### config.mk
export PLATFORM = sky130hd
export DESIGN_NAME = uart_alu_top
export DESIGN_NICKNAME = d
export VERILOG_FILES = /design/src/alu_uart_pkg.sv /design/src/alu.sv /design/src/baud_gen.sv /design/src/uart_alu_link.sv /design/src/uart_alu_top.sv /design/src/uart_rx.sv /design/src/uart_tx.sv
export SDC_FILE = /design/constraint.sdc
export NUM_CORES = 1
export LEC_CHECK = 0
export BUFFER_PORTS_ARGS = -buffer_cell sky130_fd_sc_hd__buf_2
export CAP_MARGIN = 20
export CELL_PAD_IN_SITES_DETAIL_PLACEMENT = 1
export CELL_PAD_IN_SITES_GLOBAL_PLACEMENT = 1
export CORE_ASPECT_RATIO = 1.2
export CORE_UTILIZATION = 54
export DETAILED_ROUTE_END_ITERATION = 7
export PLACE_DENSITY_LB_ADDON = 0.15
export SYNTH_ARGS = -nofsm -noshare
export SYNTH_HDL_FRONTEND = slang
export SYNTH_HIERARCHICAL = 1
export SYNTH_SLANG_ARGS = --single-unit
### constraint.sdc
create_clock -name clk -period 4.89 [get_ports clk]
set_input_delay 0.489 -clock clk [delete_from_list [all_inputs] [get_ports clk]]
set_output_delay 0.489 -clock clk [all_outputs]
set_load 0.02 [all_outputs]
### src/alu_uart_pkg.sv
package alu_uart_pkg;

	////////////////////
	// serial frame format
	////////////////////

	// ticks per bit on the line
	parameter int OVERSAMPLE = 16;
	// data bits per frame, no parity, one stop bit
	parameter int DATA_BITS = 8;
	// opcode bits taken from the third byte
	parameter int OP_BITS = 6;

	// one byte on the wire, also operand and result width
	typedef logic [DATA_BITS-1:0] byte_t;

	////////////////////
	// alu opcodes
	////////////////////

	typedef enum logic [OP_BITS-1:0] {
		OP_ADD = 6'h20,
		OP_SUB = 6'h22,
		OP_AND = 6'h24,
		OP_OR  = 6'h25,
		OP_XOR = 6'h26,
		OP_NOR = 6'h27,
		OP_SRA = 6'h03,
		OP_SRL = 6'h02
	} alu_op_e;

	// operand triple, link to alu
	typedef struct packed {
		byte_t   a;
		byte_t   b;
		alu_op_e op;
	} alu_operands_t;

	// link fsm, kept here so the checkers can name it
	typedef enum logic [1:0] {
		WAIT_A,
		WAIT_B,
		WAIT_OP,
		SEND_RESULT
	} link_state_e;

endpackage

### src/alu.sv
`timescale 1ns/100ps

module alu
(
	input  alu_uart_pkg::alu_operands_t operands,
	output alu_uart_pkg::byte_t         result
);

	// shift amount, only low 3 bits of b
	logic [2:0] shamt;

	assign shamt = operands.b[2:0];

	always_comb
	begin
		case (operands.op)
			// add and sub wrap at 8 bits
			alu_uart_pkg::OP_ADD:
				result = operands.a + operands.b;
			alu_uart_pkg::OP_SUB:
				result = operands.a - operands.b;
			// bitwise group
			alu_uart_pkg::OP_AND:
				result = operands.a & operands.b;
			alu_uart_pkg::OP_OR:
				result = operands.a | operands.b;
			alu_uart_pkg::OP_XOR:
				result = operands.a ^ operands.b;
			alu_uart_pkg::OP_NOR:
				result = ~(operands.a | operands.b);
			// sign fill from bit 7
			alu_uart_pkg::OP_SRA:
				result = alu_uart_pkg::byte_t'($signed(operands.a) >>> shamt);
			alu_uart_pkg::OP_SRL:
				result = operands.a >> shamt;
			// undefined opcode gives zero
			default:
				result = '0;
		endcase
	end

endmodule

### src/baud_gen.sv
`timescale 1ns/100ps

module baud_gen
#(
	parameter int BAUD_DIV = 163
)
(
	input  logic clk,
	input  logic rst,
	output logic tick
);

	// counter wide enough for BAUD_DIV - 1, never zero bits
	localparam int CNT_W = (BAUD_DIV > 1) ? $clog2(BAUD_DIV) : 1;
	localparam logic [CNT_W-1:0] CNT_LAST = CNT_W'(BAUD_DIV - 1);

	logic [CNT_W-1:0] cnt;

	// wrapping divider, tick high for one clk per period
	always_ff @(posedge clk)
	begin
		if (rst)
		begin
			cnt  <= '0;
			tick <= 1'b0;
		end
		else if (cnt == CNT_LAST)
		begin
			cnt  <= '0;
			tick <= 1'b1;
		end
		else
		begin
			cnt  <= cnt + CNT_W'(1);
			tick <= 1'b0;
		end
	end

endmodule

### src/uart_alu_link.sv
`timescale 1ns/100ps

module uart_alu_link
(
	input  logic                        clk,
	input  logic                        rst,
	input  logic                        rx_done,
	input  logic                        tx_done,
	input  alu_uart_pkg::byte_t         rx_data,
	input  alu_uart_pkg::byte_t         result,
	output alu_uart_pkg::alu_operands_t operands,
	output logic                        tx_start,
	output alu_uart_pkg::byte_t         tx_data
);

	alu_uart_pkg::link_state_e state;
	// reply already launched in this SEND_RESULT visit
	logic                      sent;

	////////////////////
	// link fsm
	////////////////////

	always_ff @(posedge clk)
	begin
		if (rst)
		begin
			state    <= alu_uart_pkg::WAIT_A;
			operands <= '0;
			tx_start <= 1'b0;
			sent     <= 1'b0;
		end
		else
		begin
			tx_start <= 1'b0;
			case (state)
				alu_uart_pkg::WAIT_A:
				begin
					if (rx_done)
					begin
						operands.a <= rx_data;
						state      <= alu_uart_pkg::WAIT_B;
					end
				end
				alu_uart_pkg::WAIT_B:
				begin
					if (rx_done)
					begin
						operands.b <= rx_data;
						state      <= alu_uart_pkg::WAIT_OP;
					end
				end
				alu_uart_pkg::WAIT_OP:
				begin
					// only the low opcode bits count
					if (rx_done)
					begin
						operands.op <= alu_uart_pkg::alu_op_e'(rx_data[alu_uart_pkg::OP_BITS-1:0]);
						state       <= alu_uart_pkg::SEND_RESULT;
					end
				end
				alu_uart_pkg::SEND_RESULT:
				begin
					// alu sees the whole triple from the first cycle here
					// incoming bytes are dropped until the reply is out
					if (!sent)
					begin
						tx_start <= 1'b1;
						sent     <= 1'b1;
					end
					else if (tx_done)
					begin
						sent  <= 1'b0;
						state <= alu_uart_pkg::WAIT_A;
					end
				end
				default:
				begin
					state <= alu_uart_pkg::WAIT_A;
				end
			endcase
		end
	end

	// reply byte, captured with the start pulse
	always_ff @(posedge clk)
	begin
		if (state == alu_uart_pkg::SEND_RESULT && !sent)
			tx_data <= result;
	end

endmodule

### src/uart_alu_top.sv
`timescale 1ns/100ps

module uart_alu_top
#(
	parameter int BAUD_DIV = 163
)
(
	input  logic clk,
	input  logic rst,
	input  logic rx,
	output logic tx
);

	logic                        tick;
	alu_uart_pkg::byte_t         rx_data;
	logic                        rx_done;
	alu_uart_pkg::alu_operands_t operands;
	alu_uart_pkg::byte_t         result;
	logic                        tx_start;
	alu_uart_pkg::byte_t         tx_data;
	logic                        tx_done;

	// shared 16x tick for both directions
	baud_gen #(
		.BAUD_DIV(BAUD_DIV)
	) u_baud (
		.clk (clk),
		.rst (rst),
		.tick(tick)
	);

	uart_rx u_rx (
		.clk (clk),
		.rst (rst),
		.tick(tick),
		.rx  (rx),
		.data(rx_data),
		.done(rx_done)
	);

	// byte collector and reply launcher
	uart_alu_link u_link (
		.clk     (clk),
		.rst     (rst),
		.rx_done (rx_done),
		.tx_done (tx_done),
		.rx_data (rx_data),
		.result  (result),
		.operands(operands),
		.tx_start(tx_start),
		.tx_data (tx_data)
	);

	alu u_alu (
		.operands(operands),
		.result  (result)
	);

	uart_tx u_tx (
		.clk  (clk),
		.rst  (rst),
		.tick (tick),
		.start(tx_start),
		.data (tx_data),
		.line (tx),
		.done (tx_done)
	);

endmodule

### src/uart_rx.sv
`timescale 1ns/100ps

module uart_rx
(
	input  logic                clk,
	input  logic                rst,
	input  logic                tick,
	input  logic                rx,
	output alu_uart_pkg::byte_t data,
	output logic                done
);

	localparam int TICK_W = $clog2(alu_uart_pkg::OVERSAMPLE);
	localparam int BIT_W  = $clog2(alu_uart_pkg::DATA_BITS);
	// half a bit, for the start check
	localparam logic [TICK_W-1:0] TICK_MID  = TICK_W'(alu_uart_pkg::OVERSAMPLE / 2 - 1);
	// full bit, from one mid-sample to the next
	localparam logic [TICK_W-1:0] TICK_LAST = TICK_W'(alu_uart_pkg::OVERSAMPLE - 1);
	localparam logic [BIT_W-1:0]  BIT_LAST  = BIT_W'(alu_uart_pkg::DATA_BITS - 1);

	typedef enum logic [1:0] {
		RX_IDLE,
		RX_START,
		RX_DATA,
		RX_STOP
	} rx_state_e;

	rx_state_e           state;
	logic                rx_meta;
	logic                rx_sync;
	logic [TICK_W-1:0]   tick_cnt;
	logic [BIT_W-1:0]    bit_cnt;
	alu_uart_pkg::byte_t shift;

	////////////////////
	// input synchronizer
	////////////////////

	// two flops, reset to line idle level
	always_ff @(posedge clk)
	begin
		if (rst)
		begin
			rx_meta <= 1'b1;
			rx_sync <= 1'b1;
		end
		else
		begin
			rx_meta <= rx;
			rx_sync <= rx_meta;
		end
	end

	////////////////////
	// frame fsm
	////////////////////

	always_ff @(posedge clk)
	begin
		if (rst)
		begin
			state    <= RX_IDLE;
			tick_cnt <= '0;
			bit_cnt  <= '0;
			done     <= 1'b0;
		end
		else
		begin
			done <= 1'b0;
			case (state)
				RX_IDLE:
				begin
					// falling edge, maybe a start bit
					if (!rx_sync)
					begin
						state    <= RX_START;
						tick_cnt <= '0;
					end
				end
				RX_START:
				begin
					if (tick)
					begin
						if (tick_cnt == TICK_MID)
						begin
							// still low at mid-bit, real start
							// glitch otherwise, drop it
							state    <= rx_sync ? RX_IDLE : RX_DATA;
							tick_cnt <= '0;
							bit_cnt  <= '0;
						end
						else
						begin
							tick_cnt <= tick_cnt + TICK_W'(1);
						end
					end
				end
				RX_DATA:
				begin
					if (tick)
					begin
						if (tick_cnt == TICK_LAST)
						begin
							tick_cnt <= '0;
							if (bit_cnt == BIT_LAST)
							begin
								state <= RX_STOP;
							end
							else
							begin
								bit_cnt <= bit_cnt + BIT_W'(1);
							end
						end
						else
						begin
							tick_cnt <= tick_cnt + TICK_W'(1);
						end
					end
				end
				RX_STOP:
				begin
					// mid stop bit, frame complete
					if (tick)
					begin
						if (tick_cnt == TICK_LAST)
						begin
							done  <= 1'b1;
							state <= RX_IDLE;
						end
						else
						begin
							tick_cnt <= tick_cnt + TICK_W'(1);
						end
					end
				end
				default:
				begin
					state <= RX_IDLE;
				end
			endcase
		end
	end

	////////////////////
	// data path
	////////////////////

	// lsb first, so shift in from the top
	always_ff @(posedge clk)
	begin
		if (state == RX_DATA && tick && tick_cnt == TICK_LAST)
		begin
			shift <= {rx_sync, shift[alu_uart_pkg::DATA_BITS-1:1]};
		end
		// output byte holds until the next frame ends
		if (state == RX_STOP && tick && tick_cnt == TICK_LAST)
		begin
			data <= shift;
		end
	end

endmodule

### src/uart_tx.sv
`timescale 1ns/100ps

module uart_tx
(
	input  logic                clk,
	input  logic                rst,
	input  logic                tick,
	input  logic                start,
	input  alu_uart_pkg::byte_t data,
	output logic                line,
	output logic                done
);

	localparam int TICK_W = $clog2(alu_uart_pkg::OVERSAMPLE);
	localparam int BIT_W  = $clog2(alu_uart_pkg::DATA_BITS);
	localparam logic [TICK_W-1:0] TICK_LAST = TICK_W'(alu_uart_pkg::OVERSAMPLE - 1);
	localparam logic [BIT_W-1:0]  BIT_LAST  = BIT_W'(alu_uart_pkg::DATA_BITS - 1);

	typedef enum logic [2:0] {
		TX_IDLE,
		TX_LOAD,
		TX_START,
		TX_DATA,
		TX_STOP
	} tx_state_e;

	tx_state_e           state;
	logic [TICK_W-1:0]   tick_cnt;
	logic [BIT_W-1:0]    bit_cnt;
	alu_uart_pkg::byte_t shift;

	always_ff @(posedge clk)
	begin
		if (rst)
		begin
			state    <= TX_IDLE;
			line     <= 1'b1;
			done     <= 1'b0;
			tick_cnt <= '0;
			bit_cnt  <= '0;
		end
		else
		begin
			done <= 1'b0;
			case (state)
				TX_IDLE:
				begin
					// byte latched below, wait for tick
					if (start)
						state <= TX_LOAD;
				end
				TX_LOAD:
				begin
					// start bit lines up with a tick
					if (tick)
					begin
						line     <= 1'b0;
						tick_cnt <= '0;
						state    <= TX_START;
					end
				end
				TX_START:
				begin
					if (tick)
					begin
						if (tick_cnt == TICK_LAST)
						begin
							line     <= shift[0];
							tick_cnt <= '0;
							bit_cnt  <= '0;
							state    <= TX_DATA;
						end
						else
						begin
							tick_cnt <= tick_cnt + TICK_W'(1);
						end
					end
				end
				TX_DATA:
				begin
					if (tick)
					begin
						if (tick_cnt == TICK_LAST)
						begin
							tick_cnt <= '0;
							if (bit_cnt == BIT_LAST)
							begin
								// stop bit
								line  <= 1'b1;
								state <= TX_STOP;
							end
							else
							begin
								line    <= shift[1];
								bit_cnt <= bit_cnt + BIT_W'(1);
							end
						end
						else
						begin
							tick_cnt <= tick_cnt + TICK_W'(1);
						end
					end
				end
				TX_STOP:
				begin
					// end of stop bit, report and go idle
					if (tick)
					begin
						if (tick_cnt == TICK_LAST)
						begin
							done  <= 1'b1;
							state <= TX_IDLE;
						end
						else
						begin
							tick_cnt <= tick_cnt + TICK_W'(1);
						end
					end
				end
				default:
				begin
					line  <= 1'b1;
					state <= TX_IDLE;
				end
			endcase
		end
	end

	// payload shifter, lsb goes out first
	always_ff @(posedge clk)
	begin
		if (state == TX_IDLE && start)
			shift <= data;
		else if (state == TX_DATA && tick && tick_cnt == TICK_LAST)
			shift <= {1'b0, shift[alu_uart_pkg::DATA_BITS-1:1]};
	end

endmodule

==> results.toml, run 1 <==
[detailed_routing]
wirelength_um = 12600
drc = 0
drtIter0Drc = 207
drt-vias-per-instance = 6.17
vias = 4077
dr.pass1.iters = 4
ant_nets = 0
post_drt_wl_per_cell_um = 19.1

[power]
power.density_nw_per_um2 = 288
swShare_pct = 21.7
p_int_mw = 1.26
peakVddDrop_mv = 0.227
clock_power_share_pct = 48.0
power.leakage_nw = 1.89
seq_power_share_pct = 49.2
comb_power_share_pct = 2.8
p_switching_uw = 349

[sta]
finalSetupViolations = 0
finalHoldViolCount = 0
max_freq_mhz = 296
slew_headroom_pct = 31.0
min_period_over_period_pct = 69.1
slew_violations = 0
rsz0062_at_grt = "no"
skew_ps = 9.06
whs_ps = 335
min_period_ps = 3380
tns_ps = 0
worst_pin_slew_ps = 1030

[synth]
async_flop_share_pct = 0
yosys_warnings = 6
synth_top_flop_cell = "dfxtp_1"
yosysTopAreaCell = "dfxtp_1"
synth_mux_area_share_pct = 5.96
synth.area.top_cells = "dfxtp_1 23%, edfxtp_1 18%, ha_1 8.6%, a21oi_1 4.7%, nand3_1 3.8%"
synth_xor_area_share_pct = 3.35
seq_area_frac_synth_pct = 40.9
yosys.area_share.simple_pct = 20.1
yosysUniqueCellTypes = 72
ys_ff_latch = 91
synth_edf_count = 32
synthTopCellsByCount = "59 x dfxtp_1, 49 x a21oi_1, 46 x nand2_1, 40 x nand3_1"
avgSynthCellArea_um2 = 9.58
syn_nets = 586
synth_area_um2 = 5230
synth-compound-area-share_pct = 15.4
synthAdderAreaFrac_pct = 8.99
synth_cells = 546
synth_top_area_share_pct = 22.6
synth.most_common_cell = "dfxtp_1"
synth_top_family_by_area = "simple AND/OR/NAND/NOR gates"

[final_layout]
multi_input_area_um2 = 2820
nNetsFinal = 573
layout-drive-gt1-share_pct = 10.8
n_fill_cell = 1080
insertedDiodeCount = 0
final-seq-area_um2 = 2140
synthToLayoutAreaGrowth_pct = 6.39

[worst_setup_path]
critPathMaxStageDelay_ps = 690
crit_family = "compound AO/OA/AOI/OAI gates"
cp.required_ps = 4980
crit_top_cell = "ha_1"
worstPathBufferInverterCount = 1
crit_chain = "inv_1 > ha_1 > and3_1 > a31oi_1 > xnor2_1 > ha_1 > a21o_1 > a31o_2 > o21ba_2 > nand3_1 > or3b_1"
setup.worst_path.end_class = "register"
reg2reg_depth = 11
r2r-start = "u_link/operands[6]"
worst_path_max_delay_cell = "dfxtp_1"
rrSetupSlack_ps = 1510
crit_fanout = 14
crit_type = "reg -> reg"
worstReg2RegEnd = "u_link/tx_data[7]"
critPathLaunchType = "register"
cp.arrival_ps = 3470

[global_route]
antenna_found_initial = 0
grt_max_degree = 58
grt_pass1_vias = 4228
gr-total-overflow = 0
track_usage_pct = 26.0
grt_pass1_wl_um = 20300

[placed_design]
dp_hpwl_um = 8870
port_buffers = 3
place_congestion = 0.874

[clock_network]
cts_sinks = 91
clkLatencyLatePin_ps = 340
path_clk_slew_ps = 70
post-cts-setup-buffers = 0
postCtsHoldBufs = 0
cts_buffer_depth = 2
cts_resized = 0
numCtsBuffers = 9
htreeDepth = 3
cts-root-buf = "clkbuf_16"
cts_tree = "yes"

[worst_hold_path]
min_to = "u_rx/rx_meta"
hp-start = "rx"
hold_class = "in -> reg"
whs_path_depth = 2

[floorplan]
num_rows = 39
ios = 4
core-area_um2 = 9470
start_util_pct = 55.3
die_w_um = 91.9
die_height_um = 110
die-area_um2 = 10100

[job]
max_cap_violations = 0

[outcome]
outcome = "finished, final reports clean"
-- worst max-delay path by stage --
stage                       startpoint           endpoint  slack [ps]  depth (start not counted)
detailed placement  u_link/operands[6]  u_link/tx_data[7]        1620                         11
floorplan           u_link/operands[6]  u_link/tx_data[7]        1940                         12
global placement    u_link/operands[6]  u_link/tx_data[7]        1720                         11
finish              u_link/operands[6]  u_link/tx_data[7]        1510                         11
global route        u_link/operands[7]  u_link/tx_data[7]        1310                         11
CTS                 u_link/operands[7]  u_link/tx_data[7]        1530                         11
-- metal layers --
layer | GRT usage [%] | up-vias | part of all wire (%) | wire length, um
met5 | 0 | - | 0 | 0
met1 | 28.4 | 2040 | 40 | 5010
met4 | 12.1 | 0 | 2.6 | 324
li1 | - | 1956 | - | -
met3 | 4.29 | 25 | 2.4 | 305
met2 | 49.1 | 56 | 55 | 6970
-- final cells by class --
| cell class | instances | share of cell area (%) |
|---|---|---|
| timing repair buffer | 4 | 0.405 |
| clock buffer | 9 | 4.05 |
| clock inverter | 7 | 1.89 |
| inverter | 27 | 1.82 |
| tap | 123 | 2.77 |
| multi-input combinational | 400 | 50.6 |
| sequential | 91 | 38.5 |
-- flip-flops by register name, indices dropped and copies added (netlist names), 2 cells and up, named ones only --
signal	flops
u_rx/data	8
u_tx/bit_cnt	3
u_rx/bit_cnt	3
u_tx/shift	8
u_link/operands	22
u_tx/tick_cnt	4
u_link/tx_data	8
u_rx/tick_cnt	4
u_baud/cnt	8
u_rx/shift	8
u_link/state	2
u_tx/state	3
-- logic make-up after synthesis --
group                      after synthesis
AOI/OAI and AO/OA                      123
xor gates and xnor gates                20
adders and majority gates               37
buffers and inverters                   55
DFF                                     91
muxes                                   25
and+or+nand+nor                        195
-- stage by stage --
stage | power [mW] | instance area (um2) | std cells | util [%] | setup slack, ps
floorplan | 0.841 | 5230 | 546 | - | 1940
global placement | 0.848 | 5240 | 645 | 55.3 | 1720
detailed placement | 0.850 | 5240 | 645 | 55.3 | 1620
CTS | 1.62 | 5570 | 661 | 58.8 | 1530
global route | 1.65 | 5570 | 661 | 58.8 | 1310
finish | 1.60 | 5570 | 661 | 58.8 | 1510
-- power by group through the flow --
stage / sequential (mW) / clock, mW / combinational (mW)
global route: 0.789 / 0.811 / 0.0481
detailed placement: 0.806 / 0 / 0.0442
global placement: 0.806 / 0 / 0.0422
finish: 0.789 / 0.771 / 0.0443
floorplan: 0.803 / 0 / 0.0377
CTS: 0.789 / 0.784 / 0.0447
-- cells in the final DEF (no fill, tap or decap), types with 3 or more instances in the layout --
cell type / Yosys / layout
dfxtp_1: 59 / 59
a21oi_1: 49 / 49
nand2_1: 46 / 46
nand3_1: 40 / 40
nor2_1: 36 / 36
ha_1: 36 / 36
edfxtp_1: 32 / 32
inv_1: 26 / 26
o21ai_0: 19 / 19
xnor2_1: 13 / 13
nand2b_1: 13 / 13
mux2i_1: 12 / 12
clkbuf_16: 0 / 9
mux2_2: 9 / 9
or3_1: 7 / 7
xor2_1: 7 / 7
a211oi_1: 6 / 6
nand4_1: 6 / 6
and3_1: 5 / 5
a31oi_1: 5 / 5
nand3b_1: 5 / 5
nor2b_1: 5 / 5
o221ai_1: 5 / 5
a21o_1: 4 / 4
mux4_2: 4 / 4
or2_2: 4 / 4
nor3_1: 4 / 4
inv_6: 0 / 3
buf_2: 12 / 3
nor3_2: 3 / 3
o22ai_1: 3 / 3
and2_1: 3 / 3
o211ai_1: 3 / 3
No activity file was read; power rests on OpenSTA's default activity.
==> run 2: changes to the inputs <==
Settings changed: CORE_UTILIZATION 54 to 45.
Clock period 4.89 ns to 2.95 ns, I/O delays scaled along.
==> run 2 against run 1 <==
Via count is 0.91% lower. Sequential share of layout area decreased by 0.95 points. Die area is 20% higher. Clock skew fell by 1.9 ps. Global-route usage decreased by 3.9 points. Hold slack lost 210 ps. Combinational power grew 68%. Critical endpoint unchanged. Power up 62%. Fmax increased by 21%. Critical path depth unchanged. Largest cell class unchanged. Setup slack got worse by 1400 ps. Clock power increased by 58%.
==> results.toml, run 2 (same netlist as run 1, synthesis figures left out) <==
[placed_design]
dp_hpwl_um = 8860
place_congestion = 0.865
port_buffers = 3

[worst_setup_path]
crit_chain = "inv_1 > ha_1 > and3_1 > a31oi_1 > xnor2_1 > ha_1 > a21o_1 > a31o_2 > o21ba_2 > nand3_1 > or3b_1"
crit_fanout = 5
cp.arrival_ps = 2890
crit_family = "compound AO/OA/AOI/OAI gates"
critPathLaunchType = "register"
cp-startpoint = "u_link/operands[7]"
setup.worst_path.end_class = "register"
critPathMaxStageDelay_ps = 340
worst_path_max_delay_cell = "or3b_1"
worstPathBufferInverterCount = 1
crit_type = "reg -> reg"
cp.required_ps = 3040
r2r-start = "u_link/operands[7]"
crit_top_cell = "ha_1"

[power]
seq_power_share_pct = 50.3
p_switching_uw = 543
p_int_mw = 2.06
power.leakage_nw = 1.96
comb_power_share_pct = 2.9
swShare_pct = 20.9
peakVddDrop_mv = 0.326
power.density_nw_per_um2 = 456
clock_power_share_pct = 46.8

[clock_network]
clkLatencyLatePin_ps = 350
cts_tree = "yes"
postCtsHoldBufs = 0
cts-root-buf = "clkbuf_16"
cts_sinks = 91
cts_buffer_depth = 2
path_clk_slew_ps = 60
numCtsBuffers = 9
htreeDepth = 3

[final_layout]
regMostFlops = "u_link/operands"
n_fill_cell = 1255
mostFrequentLayoutCells = "59 x dfxtp_1, 48 x a21oi_1, 46 x nand2_1"
largest_register_ffs = 22
nNetsFinal = 587
layout.cells.most_common = "dfxtp_1"
layout-drive-gt1-share_pct = 13.0
synthToLayoutAreaGrowth_pct = 9.06
multi_input_area_um2 = 2830
insertedDiodeCount = 0
final-seq-area_um2 = 2140

[global_route]
top_usage_layer = "met2"
grt_max_degree = 33
gr-usage-met1_pct = 25.6
gr-total-overflow = 0
grt_pass1_wl_um = 20500
antenna_found_initial = 0
grtUsageMet3_pct = 3.20
grtUsageMet2_pct = 39.6
grt_pass1_vias = 4168
track_usage_pct = 22.0

[detailed_routing]
ant_nets = 0
drtIter0Drc = 137
vias = 4040
drc = 0
dr.pass1.iters = 4
wirelength_um = 12200
post_drt_wl_per_cell_um = 17.2
drt-vias-per-instance = 5.72

[floorplan]
die_height_um = 120
ios = 4
start_util_pct = 46.7
die-area_um2 = 12100
die_w_um = 100
core-area_um2 = 11200
num_rows = 42

[job]
max_cap_violations = 0

[sta]
min_period_over_period_pct = 94.9
finalHoldViolCount = 0
whs_ps = 130
slew_headroom_pct = 45.9
slew_violations = 0
finalSetupViolations = 0
skew_ps = 7.16
max_freq_mhz = 357
rsz0062_at_grt = "no"
tns_ps = 0
min_period_ps = 2800
worst_pin_slew_ps = 810

[worst_hold_path]
hp-start = "rx"
hold_class = "in -> reg"

[outcome]
outcome = "finished, final reports clean"
## run 2: repair_timing
item	4_1_cts	5_1_grt
pin swaps	0	3
buffers inserted	0	3
gates resized for setup	1	2
endpoints found under the setup margin	1	2
hold endpoints to repair	0	0
## run 2: cell type report
class / count / area share [%]
flip-flops and latches: 91 / 37.5
multi-input cells: 400 / 49.5
clock inverters: 3 / 0.768
inverters: 27 / 1.78
well taps: 154 / 3.38
clock buffers: 13 / 4.76
repair buffers: 18 / 2.24
## run 2: worst paths after layout
kind / end / slack (ps) / cells after the start
worst min register to register: u_rx/data[0] / 420 / 0
worst max register to register: u_link/tx_data[7] / 150 / 11
worst min-delay path: u_rx/rx_meta / 130 / 2
worst max-delay path: u_link/tx_data[7] / 150 / 11
## run 2: power by group through the flow
| stage | clock network, mW | logic, mW | registers [mW] |
|---|---|---|---|
| after detailed placement | 0 | 0.0749 | 1.34 |
| after CTS | 1.25 | 0.0760 | 1.31 |
| after global placement | 0 | 0.0717 | 1.34 |
| after global routing | 1.29 | 0.0834 | 1.31 |
| final | 1.22 | 0.0744 | 1.31 |
| after floorplan | 0 | 0.0624 | 1.33 |
## run 2: layer usage
metal	routed length [um]	part of all wire [%]	up-vias
li1	-	-	1982
met4	327	2.7	0
met5	0	0	-
met3	291	2.4	28
met1	5170	43	1979
met2	6370	52	51
## run 2: per-stage QoR
| step | instances | util (%) | setup slack [ps] | cell area, um2 | power [mW] |
|---|---|---|---|---|---|
| 2_1_floorplan | 546 | - | 2.89 | 5230 | 1.39 |
| 3_5_place_dp | 687 | 47.9 | 16.4 | 5360 | 1.41 |
| 6_report | 706 | 51.0 | 151 | 5710 | 2.60 |
| 4_1_cts | 703 | 50.7 | 31.5 | 5670 | 2.63 |
| 3_3_place_gp | 687 | 47.9 | 100 | 5360 | 1.41 |
| 5_1_grt | 706 | 51.0 | 20.5 | 5710 | 2.68 |
==> run 3: changes to the inputs <==
Settings changed: SYNTH_HIERARCHICAL 1 to default.
==> run 3 against run 2 <==
Setup slack gained 73 ps. Register-to-register slack gained 70 ps. Count of clock-buffer cells in the layout fell by 3. Critical path depth did not move. Via count down 3.1%. Final area decreased by 2.8%. Clock power is essentially flat. Hold slack better by 5.3 ps. Sequential share of layout area grew 1.1 points. Sequential cell count stayed put. Critical path type unchanged.
==> results.toml, run 3 <==
[worst_setup_path]
r2r-start = "u_link.operands[3]"
crit_top_cell = "nor3_1"
critPathLaunchType = "register"
worstPathBufferInverterCount = 1
worstReg2RegEnd = "u_link.tx_data[6]"
cp.arrival_ps = 2890
critPathMaxStageDelay_ps = 450
crit_type = "reg -> reg"
crit_fanout = 6
worst_path_max_delay_cell = "fa_1"
rrSetupSlack_ps = 220
cp-startpoint = "u_link.operands[3]"
critical_path.endpoint = "u_link.tx_data[6]"
cp.required_ps = 3120
cp.depth = 11
crit_chain = "nor2_2 > nand2_1 > nor3_1 > buf_4 > mux2_2 > fa_1 > nor2b_1 > o31a_1 > o21a_1 > nor3_1 > o31ai_1"
crit_family = "simple AND/OR/NAND/NOR gates"
setup.worst_path.end_class = "register"
reg2reg_depth = 11

[clock_network]
postCtsHoldBufs = 0
numCtsBuffers = 9
cts_sinks = 91
htreeDepth = 3
clkLatencyLatePin_ps = 340
cts-root-buf = "clkbuf_16"
path_clk_slew_ps = 60
cts_tree = "yes"
cts_buffer_depth = 2

[global_route]
antenna_found_initial = 0
grt_max_degree = 34
track_usage_pct = 21.2
gr-total-overflow = 0
grt_pass1_wl_um = 19500
grt_pass1_vias = 4051

[synth]
synth_top_flop_cell = "dfxtp_1"
synth_cells = 544
seq_area_frac_synth_pct = 42.0
synth.most_common_cell = "dfxtp_1"
yosysTopAreaCell = "dfxtp_1"
async_flop_share_pct = 0
yosysUniqueCellTypes = 71
synth_area_um2 = 5090
synth_edf_count = 32
ys_ff_latch = 91
yosys_warnings = 0
synth.area.top_cells = "dfxtp_1 23%, edfxtp_1 19%, ha_1 9.1%, a21oi_1 4.1%, nand2_1 4.1%"
syn_nets = 585
synth_top_area_share_pct = 23.2
avgSynthCellArea_um2 = 9.37
synthTopCellsByCount = "59 x dfxtp_1, 56 x nand2_1, 42 x a21oi_1, 39 x nor2_1, 38 x nand3_1"

[floorplan]
num_rows = 42
core-area_um2 = 11000
start_util_pct = 46.2
ios = 4
die_w_um = 99.1
die_height_um = 119
die-area_um2 = 11800

[detailed_routing]
met2_length_um = 5820
wl_met3_um = 284
post_drt_wl_per_cell_um = 17.4
drc = 0
met1Wirelength_um = 5170
drt-vias-per-instance = 5.80
top_layer_used = "met4"
drtIter0Drc = 136
wirelength_um = 11700
vias = 3915
dr.pass1.iters = 6
ant_nets = 0

[sta]
tns_ps = 0
min_period_ps = 2730
layout_setup_ws_ps = 224
min_period_over_period_pct = 92.4
finalHoldViolCount = 0
rsz0062_at_grt = "no"
slew_violations = 0
max_freq_mhz = 367
whs_ps = 135
slew_headroom_pct = 49.2
worst_pin_slew_ps = 761
finalSetupViolations = 0
skew_ps = 7.15

[worst_hold_path]
hp-start = "rx"
hold_class = "in -> reg"

[final_layout]
final_util_pct = 50.2
layout-drive-gt1-share_pct = 9.94
nNetsFinal = 579
layout.cells.most_common = "dfxtp_1"
insertedDiodeCount = 0
synthToLayoutAreaGrowth_pct = 8.82
regMostFlops = "u_link.operands"
largest_register_ffs = 22
mostFrequentLayoutCells = "59 x dfxtp_1, 56 x nand2_1, 42 x a21oi_1"

[power]
power.density_nw_per_um2 = 494
total_power_mw = 2.74
power.leakage_nw = 1.92
peakVddDrop_mv = 0.369

[placed_design]
dp_slack_ps = 200
place_congestion = 0.897
dp_hpwl_um = 8570
port_buffers = 3

[job]
max_cap_violations = 0

[outcome]
outcome = "finished, final reports clean"
-- run 3: cell count changes in the layout (fill, tap and decap cells not counted), moves of 6 or more --
cell,previous run,this run
mux2i_1,12,18
nor3_1,4,10
a21oi_1,48,42
nand2_1,46,56
nand2b_1,13,6
-- run 3: worst min-delay path by stage --
stage	depth (start not counted)	endpoint
final	2	u_rx.rx_meta
after global routing	2	u_rx.rx_meta
after CTS	2	u_rx.rx_meta
after detailed placement	1	u_rx.rx_sync
after global placement	1	u_rx.rx_sync
after floorplan	1	u_rx.rx_sync
-- run 3: final cells by class --
class	instances	area, um2
Clock inverter	6	90.1
Inverter	24	90.1
Multi-Input combinational cell	398	2730
Fill cell	1265	5490
Sequential cell	91	2140
Timing Repair Buffer	14	97.6
Tap cell	132	165
Clock buffer	10	229
-- run 3: cells by family (layout without fill, tap and decap cells) --
logic type | Yosys count | count (layout) | share of synthesized area [%]
AO/OA/AOI/OAI | 112 | 112 | 14.5
buffers and inverters | 55 | 54 | 4.42
adder cells (fa/ha/maj) | 38 | 38 | 9.48
AND/OR/NAND/NOR | 194 | 194 | 18.8
XOR/XNOR | 25 | 25 | 4.30
flip-flops | 91 | 91 | 42.0
multiplexers | 29 | 29 | 6.41
-- run 3: stage by stage --
stage                     cell area (um2)  std cells
after floorplan                      5090        544
final                                5540        675
after global routing                 5540        675
after detailed placement             5220        659
after CTS                            5540        675
after global placement               5220        659
-- run 3: worst register-to-register path: cells and delay by family (launching register included) --
family / cells / cell delay [ps]
buf+inv: 1 / 180
fa+ha+maj: 1 / 450
mux: 1 / 360
compound gates: 3 / 540
flops: 1 / 340
simple gates: 5 / 670
-- run 3: repair_timing --
| action | in CTS | in global routing |
|---|---|---|
| buffers inserted | 0 | 0 |
| resized for setup | 0 | 1 |
| endpoints found under the setup margin | 0 | 1 |
-- run 3: layer usage --
| metal | up-vias | track usage [%] |
|---|---|---|
| li1 | 1940 | - |
| met1 | 1894 | 25.1 |
| met2 | 51 | 36.6 |
| met3 | 30 | 4.14 |
| met4 | 0 | 10.3 |
| met5 | - | 0 |
-- run 3: power by group --
group / switching [mW] / internal [mW]
sequential: 0.0387 / 1.31
clock: 0.486 / 0.744
combinational: 0.103 / 0.0633
total: 0.628 / 2.11
